### src/design/rd_pkg.sv
package rd_pkg;

	// ------------------------------
	// widths
	// ------------------------------
	// memory data word
	localparam int DATA_WIDTH       = 32;
	// slot pointer, up to four frames
	localparam int PTR_WIDTH        = 2;
	// frame size in words
	localparam int FRAME_SIZE_WIDTH = 25;
	// burst index inside the 1Gb frame store
	localparam int BURST_IDX_WIDTH  = 19;
	// memory byte address
	localparam int BYTE_ADDR_WIDTH  = 30;

	// ------------------------------
	// burst and framing constants
	// ------------------------------
	// fixed 64-word read bursts
	localparam int BURST_WORDS              = 64;
	localparam logic [5:0] BURST_BL         = 6'd63;
	// plain read, no precharge
	localparam logic [2:0] CMD_READ         = 3'b001;
	// leader plus trailer words around the image
	localparam int FRAME_OVERHEAD           = 21;
	// writer may still have this many bursts queued
	localparam int WR_GUARD                 = 4;
	// heavy traffic, reader starts one slot ahead
	localparam logic [PTR_WIDTH-1:0] PTR_RESET = 1;

	// ------------------------------
	// types
	// ------------------------------
	typedef enum logic [1:0] {
		PH_IDLE = 2'd0,
		PH_REQ  = 2'd1,
		PH_CMD  = 2'd2,
		PH_RD   = 2'd3
	} rd_phase_t;

	typedef logic [PTR_WIDTH-1:0]        frame_ptr_t;
	typedef logic [BURST_IDX_WIDTH-1:0]  burst_idx_t;
	typedef logic [FRAME_SIZE_WIDTH-1:0] frame_size_t;

	// image set means data, clear means marker
	// marker payload bit 0: 1 header, 0 trailer
	typedef struct packed {
		logic                  image;
		logic [DATA_WIDTH-1:0] payload;
	} buf_word_t;

endpackage

### src/design/rd_seq_if.sv
interface rd_seq_if;

	// sequencer side
	rd_pkg::rd_phase_t  phase;
	logic               enable;
	rd_pkg::frame_ptr_t frame_depth;
	logic               grant;
	logic               cmd_fire;
	logic               mark_tail;

	// arbiter side
	logic               able;
	logic               addr_ok;
	rd_pkg::frame_ptr_t frame_ptr;

	// command generator side
	rd_pkg::burst_idx_t burst_idx;

	// data mover side
	logic               rd_pulse;
	logic               frame_done;
	logic               burst_end;

	modport seq (
		output phase, enable, frame_depth, grant, cmd_fire, mark_tail,
		input  able, addr_ok, rd_pulse, frame_done, burst_end
	);

	modport arb (
		input  enable, frame_depth, grant, burst_idx,
		output able, addr_ok, frame_ptr
	);

	modport cmd (
		input  phase, frame_depth, cmd_fire, frame_ptr,
		output burst_idx
	);

	modport mover (
		input  phase, grant, mark_tail,
		output rd_pulse, frame_done, burst_end
	);

endinterface

### src/design/rd_frame_arbiter.sv
module rd_frame_arbiter (
	input  logic                 clk,
	input  logic                 reset,
	input  rd_pkg::frame_ptr_t   i_wr_frame_ptr,
	input  rd_pkg::burst_idx_t   i_wr_addr,
	input  logic                 i_writing,
	output rd_pkg::frame_ptr_t   o_rd_frame_ptr,
	rd_seq_if.arb                bus
);

	rd_pkg::frame_ptr_t rd_ptr;
	rd_pkg::frame_ptr_t wr_ptr_prev;
	rd_pkg::burst_idx_t wr_addr_sub;
	logic               addr_less;
	logic               writing_q;
	logic               grant_q;
	logic               fresh_frame;

	// ------------------------------
	// slot pointer
	// ------------------------------
	// parked at the reset slot while disabled or single frame
	always_ff @(posedge clk) begin
		if (reset || !bus.enable || bus.frame_depth == '0) begin
			rd_ptr <= rd_pkg::PTR_RESET;
		end else if (bus.grant) begin
			// ring wraps after the depth value
			if (rd_ptr == bus.frame_depth) begin
				rd_ptr <= '0;
			end else begin
				rd_ptr <= rd_ptr + 1'b1;
			end
		end
	end

	assign o_rd_frame_ptr = rd_ptr;
	assign bus.frame_ptr  = rd_ptr;

	// ------------------------------
	// single frame freshness
	// ------------------------------
	// grant_q marks the rise of reading
	always_ff @(posedge clk) begin
		if (reset) begin
			writing_q <= 1'b0;
			grant_q   <= 1'b0;
		end else begin
			writing_q <= i_writing;
			grant_q   <= bus.grant;
		end
	end

	always_ff @(posedge clk) begin
		if (reset || !bus.enable || bus.frame_depth != '0) begin
			fresh_frame <= 1'b0;
		end else if (i_writing && !writing_q) begin
			// writer started a new frame
			fresh_frame <= 1'b1;
		end else if (grant_q) begin
			// frame consumed
			fresh_frame <= 1'b0;
		end
	end

	// heavy traffic rule, keep two slots between reader and writer
	assign wr_ptr_prev = i_wr_frame_ptr - 1'b1;
	assign bus.able    = (bus.frame_depth == '0) ? fresh_frame :
		(rd_ptr != i_wr_frame_ptr && rd_ptr != wr_ptr_prev);

	// ------------------------------
	// writer tracking
	// ------------------------------
	// saturated write address minus guard
	always_ff @(posedge clk) begin
		if (i_wr_addr < rd_pkg::BURST_IDX_WIDTH'(rd_pkg::WR_GUARD)) begin
			wr_addr_sub <= '0;
		end else begin
			wr_addr_sub <= i_wr_addr - rd_pkg::BURST_IDX_WIDTH'(rd_pkg::WR_GUARD);
		end
	end

	always_ff @(posedge clk) begin
		addr_less <= (bus.burst_idx < wr_addr_sub);
	end

	// only throttled when sharing a slot with an active writer
	assign bus.addr_ok = (rd_ptr != i_wr_frame_ptr) || !i_writing || addr_less;

endmodule

### src/design/rd_sequencer.sv
module rd_sequencer (
	input  logic                 clk,
	input  logic                 reset,
	input  rd_pkg::frame_ptr_t   i_frame_depth,
	input  logic                 i_start_full_frame,
	input  logic                 i_start_quick,
	input  logic                 i_calib_done,
	input  logic                 i_rd_ack,
	input  logic                 i_buf_full,
	input  logic                 i_p3_cmd_full,
	output logic                 o_rd_req,
	output logic                 o_reading,
	output logic                 o_reset_back_buf,
	rd_seq_if.seq                bus
);

	rd_pkg::rd_phase_t phase;
	rd_pkg::rd_phase_t phase_next;
	logic [1:0]        calib_sync;
	logic              full_frame_q;
	logic              enable_q;

	// ------------------------------
	// input capture
	// ------------------------------
	// calib flag comes from the memory controller clock
	always_ff @(posedge clk) begin
		if (reset) begin
			calib_sync <= 2'b00;
		end else begin
			calib_sync <= {calib_sync[0], i_calib_done};
		end
	end

	// depth and full-frame enable only change between frames
	always_ff @(posedge clk) begin
		if (reset) begin
			bus.frame_depth <= '0;
			full_frame_q    <= 1'b0;
		end else if (phase == rd_pkg::PH_IDLE) begin
			bus.frame_depth <= i_frame_depth;
			full_frame_q    <= i_start_full_frame;
		end
	end

	// quick enable stops mid-frame
	assign bus.enable = full_frame_q & i_start_quick;

	always_ff @(posedge clk) begin
		if (reset) begin
			enable_q <= 1'b0;
		end else begin
			enable_q <= bus.enable;
		end
	end

	// flush back buffer on each enable rise
	assign o_reset_back_buf = reset | (bus.enable & ~enable_q);

	// ------------------------------
	// phase decisions
	// ------------------------------
	assign bus.grant     = (phase == rd_pkg::PH_REQ) && bus.enable && i_rd_ack && bus.able;
	assign bus.mark_tail = (phase == rd_pkg::PH_CMD) && (!bus.enable || bus.frame_done);
	assign bus.cmd_fire  = (phase == rd_pkg::PH_CMD) && bus.enable && !bus.frame_done &&
		bus.addr_ok && !i_p3_cmd_full;

	always_comb begin
		phase_next = phase;
		case (phase)
			rd_pkg::PH_IDLE: begin
				// able checked here too, avoids idle/req ping-pong
				if (bus.enable && !i_buf_full && calib_sync[1] && bus.able) begin
					phase_next = rd_pkg::PH_REQ;
				end
			end
			rd_pkg::PH_REQ: begin
				if (!bus.enable) begin
					phase_next = rd_pkg::PH_IDLE;
				end else if (i_rd_ack) begin
					// ack resolves the request either way
					phase_next = bus.able ? rd_pkg::PH_CMD : rd_pkg::PH_IDLE;
				end
			end
			rd_pkg::PH_CMD: begin
				if (bus.mark_tail) begin
					phase_next = rd_pkg::PH_IDLE;
				end else if (bus.cmd_fire) begin
					phase_next = rd_pkg::PH_RD;
				end
			end
			rd_pkg::PH_RD: begin
				// whole burst drained
				if (bus.burst_end) begin
					phase_next = rd_pkg::PH_CMD;
				end
			end
			default: begin
				phase_next = rd_pkg::PH_IDLE;
			end
		endcase
	end

	always_ff @(posedge clk) begin
		if (reset) begin
			phase <= rd_pkg::PH_IDLE;
		end else begin
			phase <= phase_next;
		end
	end

	assign bus.phase = phase;

	// ------------------------------
	// judge handshake
	// ------------------------------
	always_ff @(posedge clk) begin
		if (reset) begin
			o_rd_req  <= 1'b0;
			o_reading <= 1'b0;
		end else begin
			o_rd_req <= (phase == rd_pkg::PH_REQ) && !i_rd_ack;
			if (phase == rd_pkg::PH_IDLE) begin
				o_reading <= 1'b0;
			end else if (bus.grant) begin
				o_reading <= 1'b1;
			end
		end
	end

endmodule

### src/design/rd_cmd_gen.sv
module rd_cmd_gen (
	input  logic                                clk,
	output logic                                o_p3_cmd_en,
	output logic [2:0]                          o_p3_cmd_instr,
	output logic [5:0]                          o_p3_cmd_bl,
	output logic [rd_pkg::BYTE_ADDR_WIDTH-1:0]  o_p3_cmd_byte_addr,
	rd_seq_if.cmd                               bus
);

	rd_pkg::burst_idx_t burst_idx;
	rd_pkg::burst_idx_t addr_field;
	logic               cmd_en_q;

	// ------------------------------
	// command strobe
	// ------------------------------
	// one cycle per fired burst
	always_ff @(posedge clk) begin
		cmd_en_q <= bus.cmd_fire;
	end

	assign o_p3_cmd_en = cmd_en_q;

	// fixed opcode and burst length
	assign o_p3_cmd_instr = rd_pkg::CMD_READ;
	assign o_p3_cmd_bl    = rd_pkg::BURST_BL;

	// ------------------------------
	// burst index
	// ------------------------------
	// address holds during the strobe, steps after it
	always_ff @(posedge clk) begin
		if (bus.phase == rd_pkg::PH_IDLE) begin
			burst_idx <= '0;
		end else if (cmd_en_q) begin
			burst_idx <= burst_idx + 1'b1;
		end
	end

	assign bus.burst_idx = burst_idx;

	// ------------------------------
	// byte address map
	// ------------------------------
	// slot bits on top, burst index below
	always_comb begin
		case (bus.frame_depth)
			2'd0: begin
				// single frame uses the whole store
				addr_field = burst_idx;
			end
			2'd1: begin
				// two frames
				addr_field = {bus.frame_ptr[0], burst_idx[17:0]};
			end
			default: begin
				// three or four frames
				addr_field = {bus.frame_ptr[1:0], burst_idx[16:0]};
			end
		endcase
	end

	// 256 bytes per burst, low byte always zero
	assign o_p3_cmd_byte_addr = {3'b000, addr_field, 8'h00};

endmodule

### src/design/rd_data_mover.sv
module rd_data_mover (
	input  logic                            clk,
	input  logic                            i_p3_rd_empty,
	input  logic [rd_pkg::DATA_WIDTH-1:0]   i_p3_rd_data,
	input  logic                            i_buf_full,
	input  rd_pkg::frame_size_t             i_frame_size,
	output logic                            o_p3_rd_en,
	output rd_pkg::buf_word_t               o_buf_din,
	output logic                            o_buf_wr_en,
	rd_seq_if.mover                         bus
);

	logic [$clog2(rd_pkg::BURST_WORDS)-1:0] word_cnt;
	rd_pkg::frame_size_t                    size_cnt;
	logic                                   frame_done;

	// ------------------------------
	// read strobe
	// ------------------------------
	// fwft fifo, word is valid while not empty
	assign bus.rd_pulse = (bus.phase == rd_pkg::PH_RD) && !i_p3_rd_empty && !i_buf_full;
	assign o_p3_rd_en   = bus.rd_pulse;

	// words taken in the current burst
	always_ff @(posedge clk) begin
		if (bus.phase == rd_pkg::PH_IDLE) begin
			word_cnt <= '0;
		end else if (bus.rd_pulse) begin
			word_cnt <= word_cnt + 1'b1;
		end
	end

	// 64th strobe closes the burst
	assign bus.burst_end = bus.rd_pulse && (word_cnt == $bits(word_cnt)'(rd_pkg::BURST_WORDS - 1));

	// ------------------------------
	// frame size countdown
	// ------------------------------
	always_ff @(posedge clk) begin
		if (bus.phase == rd_pkg::PH_IDLE) begin
			// image plus leader and trailer, minus one
			size_cnt <= i_frame_size + rd_pkg::FRAME_SIZE_WIDTH'(rd_pkg::FRAME_OVERHEAD - 1);
		end else if (bus.rd_pulse) begin
			size_cnt <= size_cnt - 1'b1;
		end
	end

	// last wanted word read, rest of the burst is dropped
	always_ff @(posedge clk) begin
		if (bus.phase == rd_pkg::PH_IDLE) begin
			frame_done <= 1'b0;
		end else if (bus.rd_pulse && size_cnt == '0) begin
			frame_done <= 1'b1;
		end
	end

	assign bus.frame_done = frame_done;

	// ------------------------------
	// back buffer write
	// ------------------------------
	// excess words still drain the fifo but never get written
	always_ff @(posedge clk) begin
		o_buf_wr_en <= (bus.rd_pulse && !frame_done) || bus.grant || bus.mark_tail;
	end

	always_ff @(posedge clk) begin
		if (bus.grant) begin
			// header marker
			o_buf_din.image   <= 1'b0;
			o_buf_din.payload <= rd_pkg::DATA_WIDTH'(1);
		end else if (bus.mark_tail) begin
			// trailer marker
			o_buf_din.image   <= 1'b0;
			o_buf_din.payload <= '0;
		end else begin
			o_buf_din.image   <= 1'b1;
			o_buf_din.payload <= i_p3_rd_data;
		end
	end

endmodule

### src/design/rd_logic.sv
module rd_logic (
	input  logic                                  clk,
	input  logic                                  reset,

	// control
	input  logic [rd_pkg::PTR_WIDTH-1:0]          i_frame_depth,
	input  logic [rd_pkg::FRAME_SIZE_WIDTH-1:0]   i_frame_size,
	input  logic                                  i_start_full_frame,
	input  logic                                  i_start_quick,
	input  logic                                  i_calib_done,

	// judge
	output logic                                  o_rd_req,
	input  logic                                  i_rd_ack,
	output logic                                  o_reading,
	output logic [rd_pkg::PTR_WIDTH-1:0]          o_rd_frame_ptr,

	// writer status
	input  logic [rd_pkg::PTR_WIDTH-1:0]          i_wr_frame_ptr,
	input  logic [rd_pkg::BURST_IDX_WIDTH-1:0]    i_wr_addr,
	input  logic                                  i_writing,

	// memory command port
	output logic                                  o_p3_cmd_en,
	output logic [2:0]                            o_p3_cmd_instr,
	output logic [5:0]                            o_p3_cmd_bl,
	output logic [rd_pkg::BYTE_ADDR_WIDTH-1:0]    o_p3_cmd_byte_addr,
	input  logic                                  i_p3_cmd_full,

	// memory read fifo
	output logic                                  o_p3_rd_en,
	input  logic [rd_pkg::DATA_WIDTH-1:0]         i_p3_rd_data,
	input  logic                                  i_p3_rd_empty,

	// back buffer
	output logic                                  o_reset_back_buf,
	output logic [rd_pkg::DATA_WIDTH:0]           o_buf_din,
	output logic                                  o_buf_wr_en,
	input  logic                                  i_buf_full
);

	rd_seq_if seq_if ();

	// phase machine and judge handshake
	rd_sequencer u_sequencer (
		.clk                (clk),
		.reset              (reset),
		.i_frame_depth      (i_frame_depth),
		.i_start_full_frame (i_start_full_frame),
		.i_start_quick      (i_start_quick),
		.i_calib_done       (i_calib_done),
		.i_rd_ack           (i_rd_ack),
		.i_buf_full         (i_buf_full),
		.i_p3_cmd_full      (i_p3_cmd_full),
		.o_rd_req           (o_rd_req),
		.o_reading          (o_reading),
		.o_reset_back_buf   (o_reset_back_buf),
		.bus                (seq_if)
	);

	// slot ring and writer tracking
	rd_frame_arbiter u_frame_arbiter (
		.clk            (clk),
		.reset          (reset),
		.i_wr_frame_ptr (i_wr_frame_ptr),
		.i_wr_addr      (i_wr_addr),
		.i_writing      (i_writing),
		.o_rd_frame_ptr (o_rd_frame_ptr),
		.bus            (seq_if)
	);

	// burst commands
	rd_cmd_gen u_cmd_gen (
		.clk                (clk),
		.o_p3_cmd_en        (o_p3_cmd_en),
		.o_p3_cmd_instr     (o_p3_cmd_instr),
		.o_p3_cmd_bl        (o_p3_cmd_bl),
		.o_p3_cmd_byte_addr (o_p3_cmd_byte_addr),
		.bus                (seq_if)
	);

	// read fifo to back buffer
	rd_data_mover u_data_mover (
		.clk           (clk),
		.i_p3_rd_empty (i_p3_rd_empty),
		.i_p3_rd_data  (i_p3_rd_data),
		.i_buf_full    (i_buf_full),
		.i_frame_size  (i_frame_size),
		.o_p3_rd_en    (o_p3_rd_en),
		.o_buf_din     (o_buf_din),
		.o_buf_wr_en   (o_buf_wr_en),
		.bus           (seq_if)
	);

endmodule

### config.mk
export PLATFORM = sky130hd
export DESIGN_NAME = rd_logic
export DESIGN_NICKNAME = d
export VERILOG_FILES = /design/src/design/rd_pkg.sv /design/src/design/rd_seq_if.sv /design/src/design/rd_frame_arbiter.sv /design/src/design/rd_sequencer.sv /design/src/design/rd_cmd_gen.sv /design/src/design/rd_data_mover.sv /design/src/design/rd_logic.sv
export SDC_FILE = /design/constraint.sdc
export NUM_CORES = 1
export LEC_CHECK = 0
export ABC_AREA = 1
export BUFFER_PORTS_ARGS = -buffer_cell sky130_fd_sc_hd__buf_2
export CAP_MARGIN = 0
export CORE_MARGIN = 8
export CORE_UTILIZATION = 54
export CTS_CLUSTER_SIZE = 10
export DETAILED_ROUTE_END_ITERATION = 6
export PLACE_DENSITY = 0.82
export SYNTH_ARGS = -nofsm -noshare
export SYNTH_HDL_FRONTEND = slang
export SYNTH_SLANG_ARGS = --single-unit
### constraint.sdc
create_clock -name clk -period 2.2 [get_ports clk]
set_input_delay 0.22 -clock clk [delete_from_list [all_inputs] [get_ports clk]]
set_output_delay 0.22 -clock clk [all_outputs]
set_load 0.005 [all_outputs]
=== Word-level counts from Yosys, hierarchy flattened ===
Cells that the tools add are included.

* Add/sub/neg operators: 7
* $lt $le $gt $ge: 2
* Eq/ne operators: 12
* Muxes and demuxes: 16
* Bitwise logic cells: 4
* Reductions and logical operators: 44

{| class="wikitable"
|+ Operators by type and width
! kind !! count
|-
| $mux 25 || 2
|-
| $pmux 19 s2 || 1
|-
| $mux 33 || 1
|-
| $add 25x5->25 const B || 1
|-
| $logic_not 25->1 || 1
|-
| $sub 25x1->25 const B || 1
|-
| $add 19x1->19 const B || 1
|-
| $logic_and 1x1->1 || 19
|-
| $lt 19x19->1 || 1
|-
| $lt 19x3->1 const B || 1
|-
| $sub 19x3->19 const B || 1
|-
| $mux 2 || 8
|-
| $logic_not 1->1 || 8
|-
| $logic_or 1x1->1 || 8
|-
| $pmux 2 s4 || 1
|-
| $add 6x1->6 const B || 1
|-
| $eq 6x6->1 const B || 1
|-
| $reduce_bool 2->1 || 3
|-
| $eq 2x1->1 const B || 2
|-
| $eq 2x2->1 const B || 2
|-
| $logic_not 2->1 || 2
|-
| $ne 2x2->1 || 2
|-
| $ne 2x2->1 const B || 2
|-
| $reduce_and 4->1 || 1
|-
| 10 further kinds || 14
|}

* Bits in registers: 121
* Input bits: 90
* Logic and storage cells: 107

=== Logic depth before layout (Yosys ltp) ===
* Word-level depth: 8
* Gate-level depth with buffers: 11

=== By module ===
A second synthesis with hierarchy kept.

* Cell total of the unflattened synthesis: 1,040
* Area, all modules: 7,268.2 um^2

{| class="wikitable"
|+ By module, submodules not included
! module !! instances !! cells an instance !! area an instance (um^2) !! seq. area each (um^2)
|-
| rd_data_mover || 1 || 513 || 3,717.3 || 1,571.5
|-
| rd_frame_arbiter || 1 || 257 || 1,706.6 || 500.5
|-
| rd_cmd_gen || 1 || 201 || 1,358.8 || 400.4
|-
| rd_sequencer || 1 || 69 || 485.5 || 200.2
|}

=== Worst setup path after synthesis ===
OpenSTA, ideal clock, no wires.

* Kind: register -> register
* Start point: register u_sequencer.phase[1], in the netlist u_sequencer.bus.phase[1]
* End point: register u_data_mover.size_cnt[0] (enable)
* Library setup time: 382 ps
* Arrival: 1,465 ps
* Slack: 353 ps
* Stages on the path, launching flop included: 5
* Cell sequence: dfxtp_1 > nand2_2 > nor3_4 > inv_1 > nand2_1

* Cells in the longest elaborated chain, start to end: 4

{| class="wikitable"
|+ RTL lines
! element !! RTL line !! RTL
|-
| start: declaration || rd_sequencer.sv:17 || <nowiki>rd_pkg::rd_phase_t phase;</nowiki>
|-
| start signal: assignment || rd_sequencer.sv:106 || <nowiki>phase <= rd_pkg::PH_IDLE;</nowiki>
|-
| start signal: assignment || rd_sequencer.sv:108 || <nowiki>phase <= phase_next;</nowiki>
|-
| $eq 2x2->1 || rd_data_mover.sv:21 || <nowiki>assign bus.rd_pulse = (bus.phase == rd_pkg::PH_RD) && !i_p3_rd_empty && !i_buf_full;</nowiki>
|-
| $logic_and 1x1->1 (2 in series) || rd_data_mover.sv:21 ||
|-
| named net o_p3_rd_en || rd_logic.sv:31 || <nowiki>output logic o_p3_rd_en,</nowiki>
|-
| $reduce_bool 2->1 (no source line) || -- ||
|-
| end signal: assignment || rd_data_mover.sv:42 || <nowiki>size_cnt <= i_frame_size + rd_pkg::FRAME_SIZE_WIDTH'(rd_pkg::FRAME_OVERHEAD - 1);</nowiki>
|-
| end signal: assignment || rd_data_mover.sv:44 || <nowiki>size_cnt <= size_cnt - 1'b1;</nowiki>
|-
| end: declaration || rd_data_mover.sv:14 || <nowiki>rd_pkg::frame_size_t size_cnt;</nowiki>
|}

The timed path passes the listed nets, and every way through them passes these cells.
A chain may end at the register's enable or synchronous reset.

=== Worst setup path after layout ===
* Start point: register u_data_mover.size_cnt[0]
* End point: register u_data_mover.size_cnt[18] (data pin)

* Cells in the longest elaborated chain, start to end: 3

{| class="wikitable"
|+ RTL lines
! element !! RTL line !! RTL
|-
| $sub 25x1->25 || rd_data_mover.sv:44 ||
|-
| $mux 25 || rd_data_mover.sv:43 || <nowiki>end else if (bus.rd_pulse) begin</nowiki>
|-
| $mux 25 || rd_data_mover.sv:40 || <nowiki>if (bus.phase == rd_pkg::PH_IDLE) begin</nowiki>
|}

No other way between the ends. The select of a mux whose other input is x is not followed.

==> Flow_metrics.wiki <==
{| class="wikitable"
! Metric !! Value
|-
| Vias in the first global route || 6039
|-
| CP startpoint || u_data_mover.size_cnt[0]
|-
| Top cells by area, synth || sky130_fd_sc_hd__dfxtp_1 (29%), sky130_fd_sc_hd__edfxtp_1 (11%), sky130_fd_sc_hd__nor2_1 (8.7%), sky130_fd_sc_hd__nand2_1 (8.5%), sky130_fd_sc_hd__inv_1 (7.7%)
|-
| Minimum hold slack || 0.00785 ns
|-
| DRT Pass-1 Iters || 5
|-
| Iteration-0 DRC count of the detailed router || 366
|-
| Min setup slack post-route || 0.303 ns
|-
| Clock tree root driver cell || sky130_fd_sc_hd__clkbuf_16
|-
| Share of power burned in registers || 37.8%
|-
| Most used flip-flop cell after synthesis || sky130_fd_sc_hd__dfxtp_1
|-
| Number of unique standard cell types used by synthesis || 45
|-
| Highest achievable clock rate || 527 MHz
|-
| Total negative slack for setup checks || 0 ns
|-
| Core occupancy in the finished layout || 66.2%
|-
| Launch point of the worst reg-to-reg path || u_data_mover.size_cnt[0]
|-
| Endpoints failing setup || 0
|-
| Switch Pwr || 2.79 mW
|-
| Area share of the largest cell type after synthesis || 28.9%
|-
| Internal || 5.59 mW
|-
| Drt total wl || 16600 µm
|-
| Pleak || 3.87 nW
|-
| Share of the yosys chip area belonging to registers || 40.2%
|-
| Unrepaired setup endpoints after global routing || false
|-
| Via/cell ratio || 5.08
|-
| Drt wl/cell || 13.8 µm
|-
| Clock tree from TritonCTS || done
|-
| GRT Overall Usage || 20.7%
|-
| Category of the most critical setup path || flip-flop to flip-flop
|-
| Number of cells upsized or downsized after cts || 0
|-
| Setup WS pre-CTS || 0.375 ns
|-
| DRC viols || 0
|-
| Worst Skew || 0.0129 ns
|-
| Floorplan core area || 12000 µm²
|-
| Share of total power in combinational logic || 26.2%
|-
| Later-pin clock latency in the skew report || 0.41 ns
|-
| Maximum number of pins on one net before global-route repair || 39
|-
| Die width || 127 µm
|-
| Required time of the worst setup path || 2.34 ns
|-
| Post-synthesis instance area || 6660 µm²
|-
| Footprint of the multi-input gates || 3150 µm²
|-
| Area of placed instances || 7310 µm²
|-
| Largest area contributor in the netlist || sky130_fd_sc_hd__dfxtp_1
|-
| Final Hold Fails || 0
|-
| Critical path peak fanout || 6
|-
| Clock-pin slew on the worst setup and hold paths || 0.06 ns
|-
| Post-synthesis average cell area || 7.35 µm²
|-
| Die height || 127 µm
|-
| Share of power burned in the clock network || 36.0%
|-
| Layout net count || 1158
|-
| First-pass GRT wire length || 27300 µm
|-
| Endpoint of the lowest-slack register-to-register path || u_data_mover.size_cnt[18]
|-
| Power per cell area || 1050 nW/µm²
|-
| Number of antenna repair diodes || 0
|-
| R2r setup slk || 0.30 ns
|-
| Hold buffer count at cts || 0
|-
| Layout overhead on the synthesized area || 19.6%
|-
| DP HPWL || 12600 µm
|-
| Switching power as a share of total power || 33.3%
|-
| Register bit count reported by yosys || 121
|-
| Number of enable flip-flop cells after synthesis || 25
|-
| Buffer count from post-CTS setup fixing || 0
|-
| Total I/O pin count || 170
|-
| Final Critical Period || 1.90 ns
|-
| Part of the cycle the worst path needs || 86.2%
|-
| Most common library cells after synthesis || sky130_fd_sc_hd__nor2_1 (155), sky130_fd_sc_hd__nand2_1 (151), sky130_fd_sc_hd__inv_1 (137)
|-
| Critical path capture point || u_data_mover.size_cnt[18]
|-
| Library cell with the highest instance count after synthesis || sky130_fd_sc_hd__nor2_1
|-
| Number of antenna violations at the first check in global routing || 0
|-
| Fillers || 1030
|-
| Final number of max-transition violations || 0
|-
| Area of all sequential standard cells || 2670 µm²
|-
| Placer congestion estimate || 0.891
|-
| Vias || 6113
|-
| Run status || finished, final reports clean
|-
| Worst Path Arrival || 2.04 ns
|-
| Worst min-delay path class || primary input to flip-flop
|-
| Worst vdd ir || 0.544 mV
|-
| Critical path launch point type || flip-flop
|-
| Area of the die || 16100 µm²
|-
| Effective utilization at floorplan || 55.4%
|-
| Residual antenna-violating net count after detailed routing || 0
|-
| Crit. End Element || flip-flop
|-
| CTS buffer count || 17
|-
| Count of buffers inserted at the top-level ports || 149
|-
| Maximum buffer depth of the clock tree || 2
|-
| Warnings from Yosys || 0
|-
| R2R depth || 7
|-
| Post-synth ARST share || 0%
|-
| Max H-tree Level || 4
|-
| Number of standard cells after synthesis || 906
|-
| Total clock sinks || 121
|-
| Remaining global-route overflow || 0
|-
| Cell Rows || 40
|-
| Layout cells sized above 1 || 20.4%
|-
| Max-Cap Viols || 0
|-
| Final Instance Area || 7960 µm²
|}
layout make-up:
cell class	instances	share of cell area, %
timing repair buffer	153	9.75
multi-input combinational	610	39.6
tap	147	2.31
clock buffer	20	5.74
inverter	141	6.65
clock inverter	12	2.36
sequential	121	33.6
routing by layer:
layer / vias up / global-route usage [%] / part of all wire, %
li1: 3096 / - / -
met1: 2811 / 21.7 / 40
met2: 162 / 37.5 / 51
met3: 44 / 4.99 / 4.8
met4: 0 / 11.3 / 3.5
met5: - / 0 / 0
worst max-delay path, cell delays in order (launching register included):
cell and delay, ns:
sky130_fd_sc_hd__edfxtp_1 0.38, sky130_fd_sc_hd__inv_1 0.14, sky130_fd_sc_hd__ha_1 0.22, sky130_fd_sc_hd__nand2_1 0.16
sky130_fd_sc_hd__nor2_1 0.32, sky130_fd_sc_hd__nand3_1 0.16, sky130_fd_sc_hd__xor2_1 0.16, sky130_fd_sc_hd__o21ai_0 0.08
through the flow:
stage	power, mW	instances
3_3_place_gp	5.29	1172
2_1_floorplan	4.68	924
3_5_place_dp	5.37	1172
4_1_cts	8.40	1204
5_1_grt	8.84	1204
6_report	8.38	1204
worst min path at each step:
| stage | to | from | cells after the start | slack, ns |
|---|---|---|---|---|
| final | u_sequencer.calib_sync[0] | i_calib_done | 3 | 0.008 |
| after global routing | u_data_mover.o_buf_din[1] | i_p3_rd_data[1] | 3 | 0.008 |
| after CTS | u_sequencer.calib_sync[0] | i_calib_done | 3 | 0.002 |
| after detailed placement | u_sequencer.calib_sync[1] | u_sequencer.calib_sync[0] | 2 | 0.40 |
| after global placement | u_sequencer.calib_sync[1] | u_sequencer.calib_sync[0] | 2 | 0.40 |
| after floorplan | u_frame_arbiter.wr_addr_sub[2] | i_wr_addr[2] | 1 | 0.29 |
cells in the final DEF, fill, tap and decap left out, types with 25 or more instances in the layout:
cell / n
sky130_fd_sc_hd__nor2_1: 154
sky130_fd_sc_hd__nand2_1: 151
sky130_fd_sc_hd__buf_2: 149
sky130_fd_sc_hd__inv_1: 137
sky130_fd_sc_hd__dfxtp_1: 96
sky130_fd_sc_hd__o21ai_0: 50
sky130_fd_sc_hd__a21oi_1: 48
sky130_fd_sc_hd__nand3_1: 41
sky130_fd_sc_hd__xor2_1: 29
sky130_fd_sc_hd__edfxtp_1: 25
state kept, by name (all words and copies together) (netlist names), 2 cells and up:
register	flops
u_cmd_gen.bus.burst_idx	19
u_sequencer.bus.phase	2
u_frame_arbiter.wr_addr_sub	19
u_data_mover.word_cnt	6
u_frame_arbiter.bus.frame_ptr	2
u_sequencer.calib_sync	2
u_data_mover.size_cnt	25
u_sequencer.bus.frame_depth	2
u_data_mover.o_buf_din	33
cells by family (layout without fill, tap and decap cells):
kind of cell	after synthesis	in the layout	share of synthesized area, %
compound gates	119	119	9.46
xor+xnor	39	39	5.13
fa+ha+maj	24	24	4.51
buf+inv	193	326	13.6
flops	121	121	40.2
other cells	2	20	0.113
simple gates	408	408	27.1
power by group through the flow:
stage          Sequential, mW  Clock [mW]  Combinational (mW)
2_1_floorplan            3.16           0                1.52
3_3_place_gp             3.18           0                2.10
3_5_place_dp             3.20           0                2.16
4_1_cts                  3.16        3.04                2.20
5_1_grt                  3.22        3.13                2.48
6_report                 3.17        3.01                2.20
(Power assumes the default switching activity.)
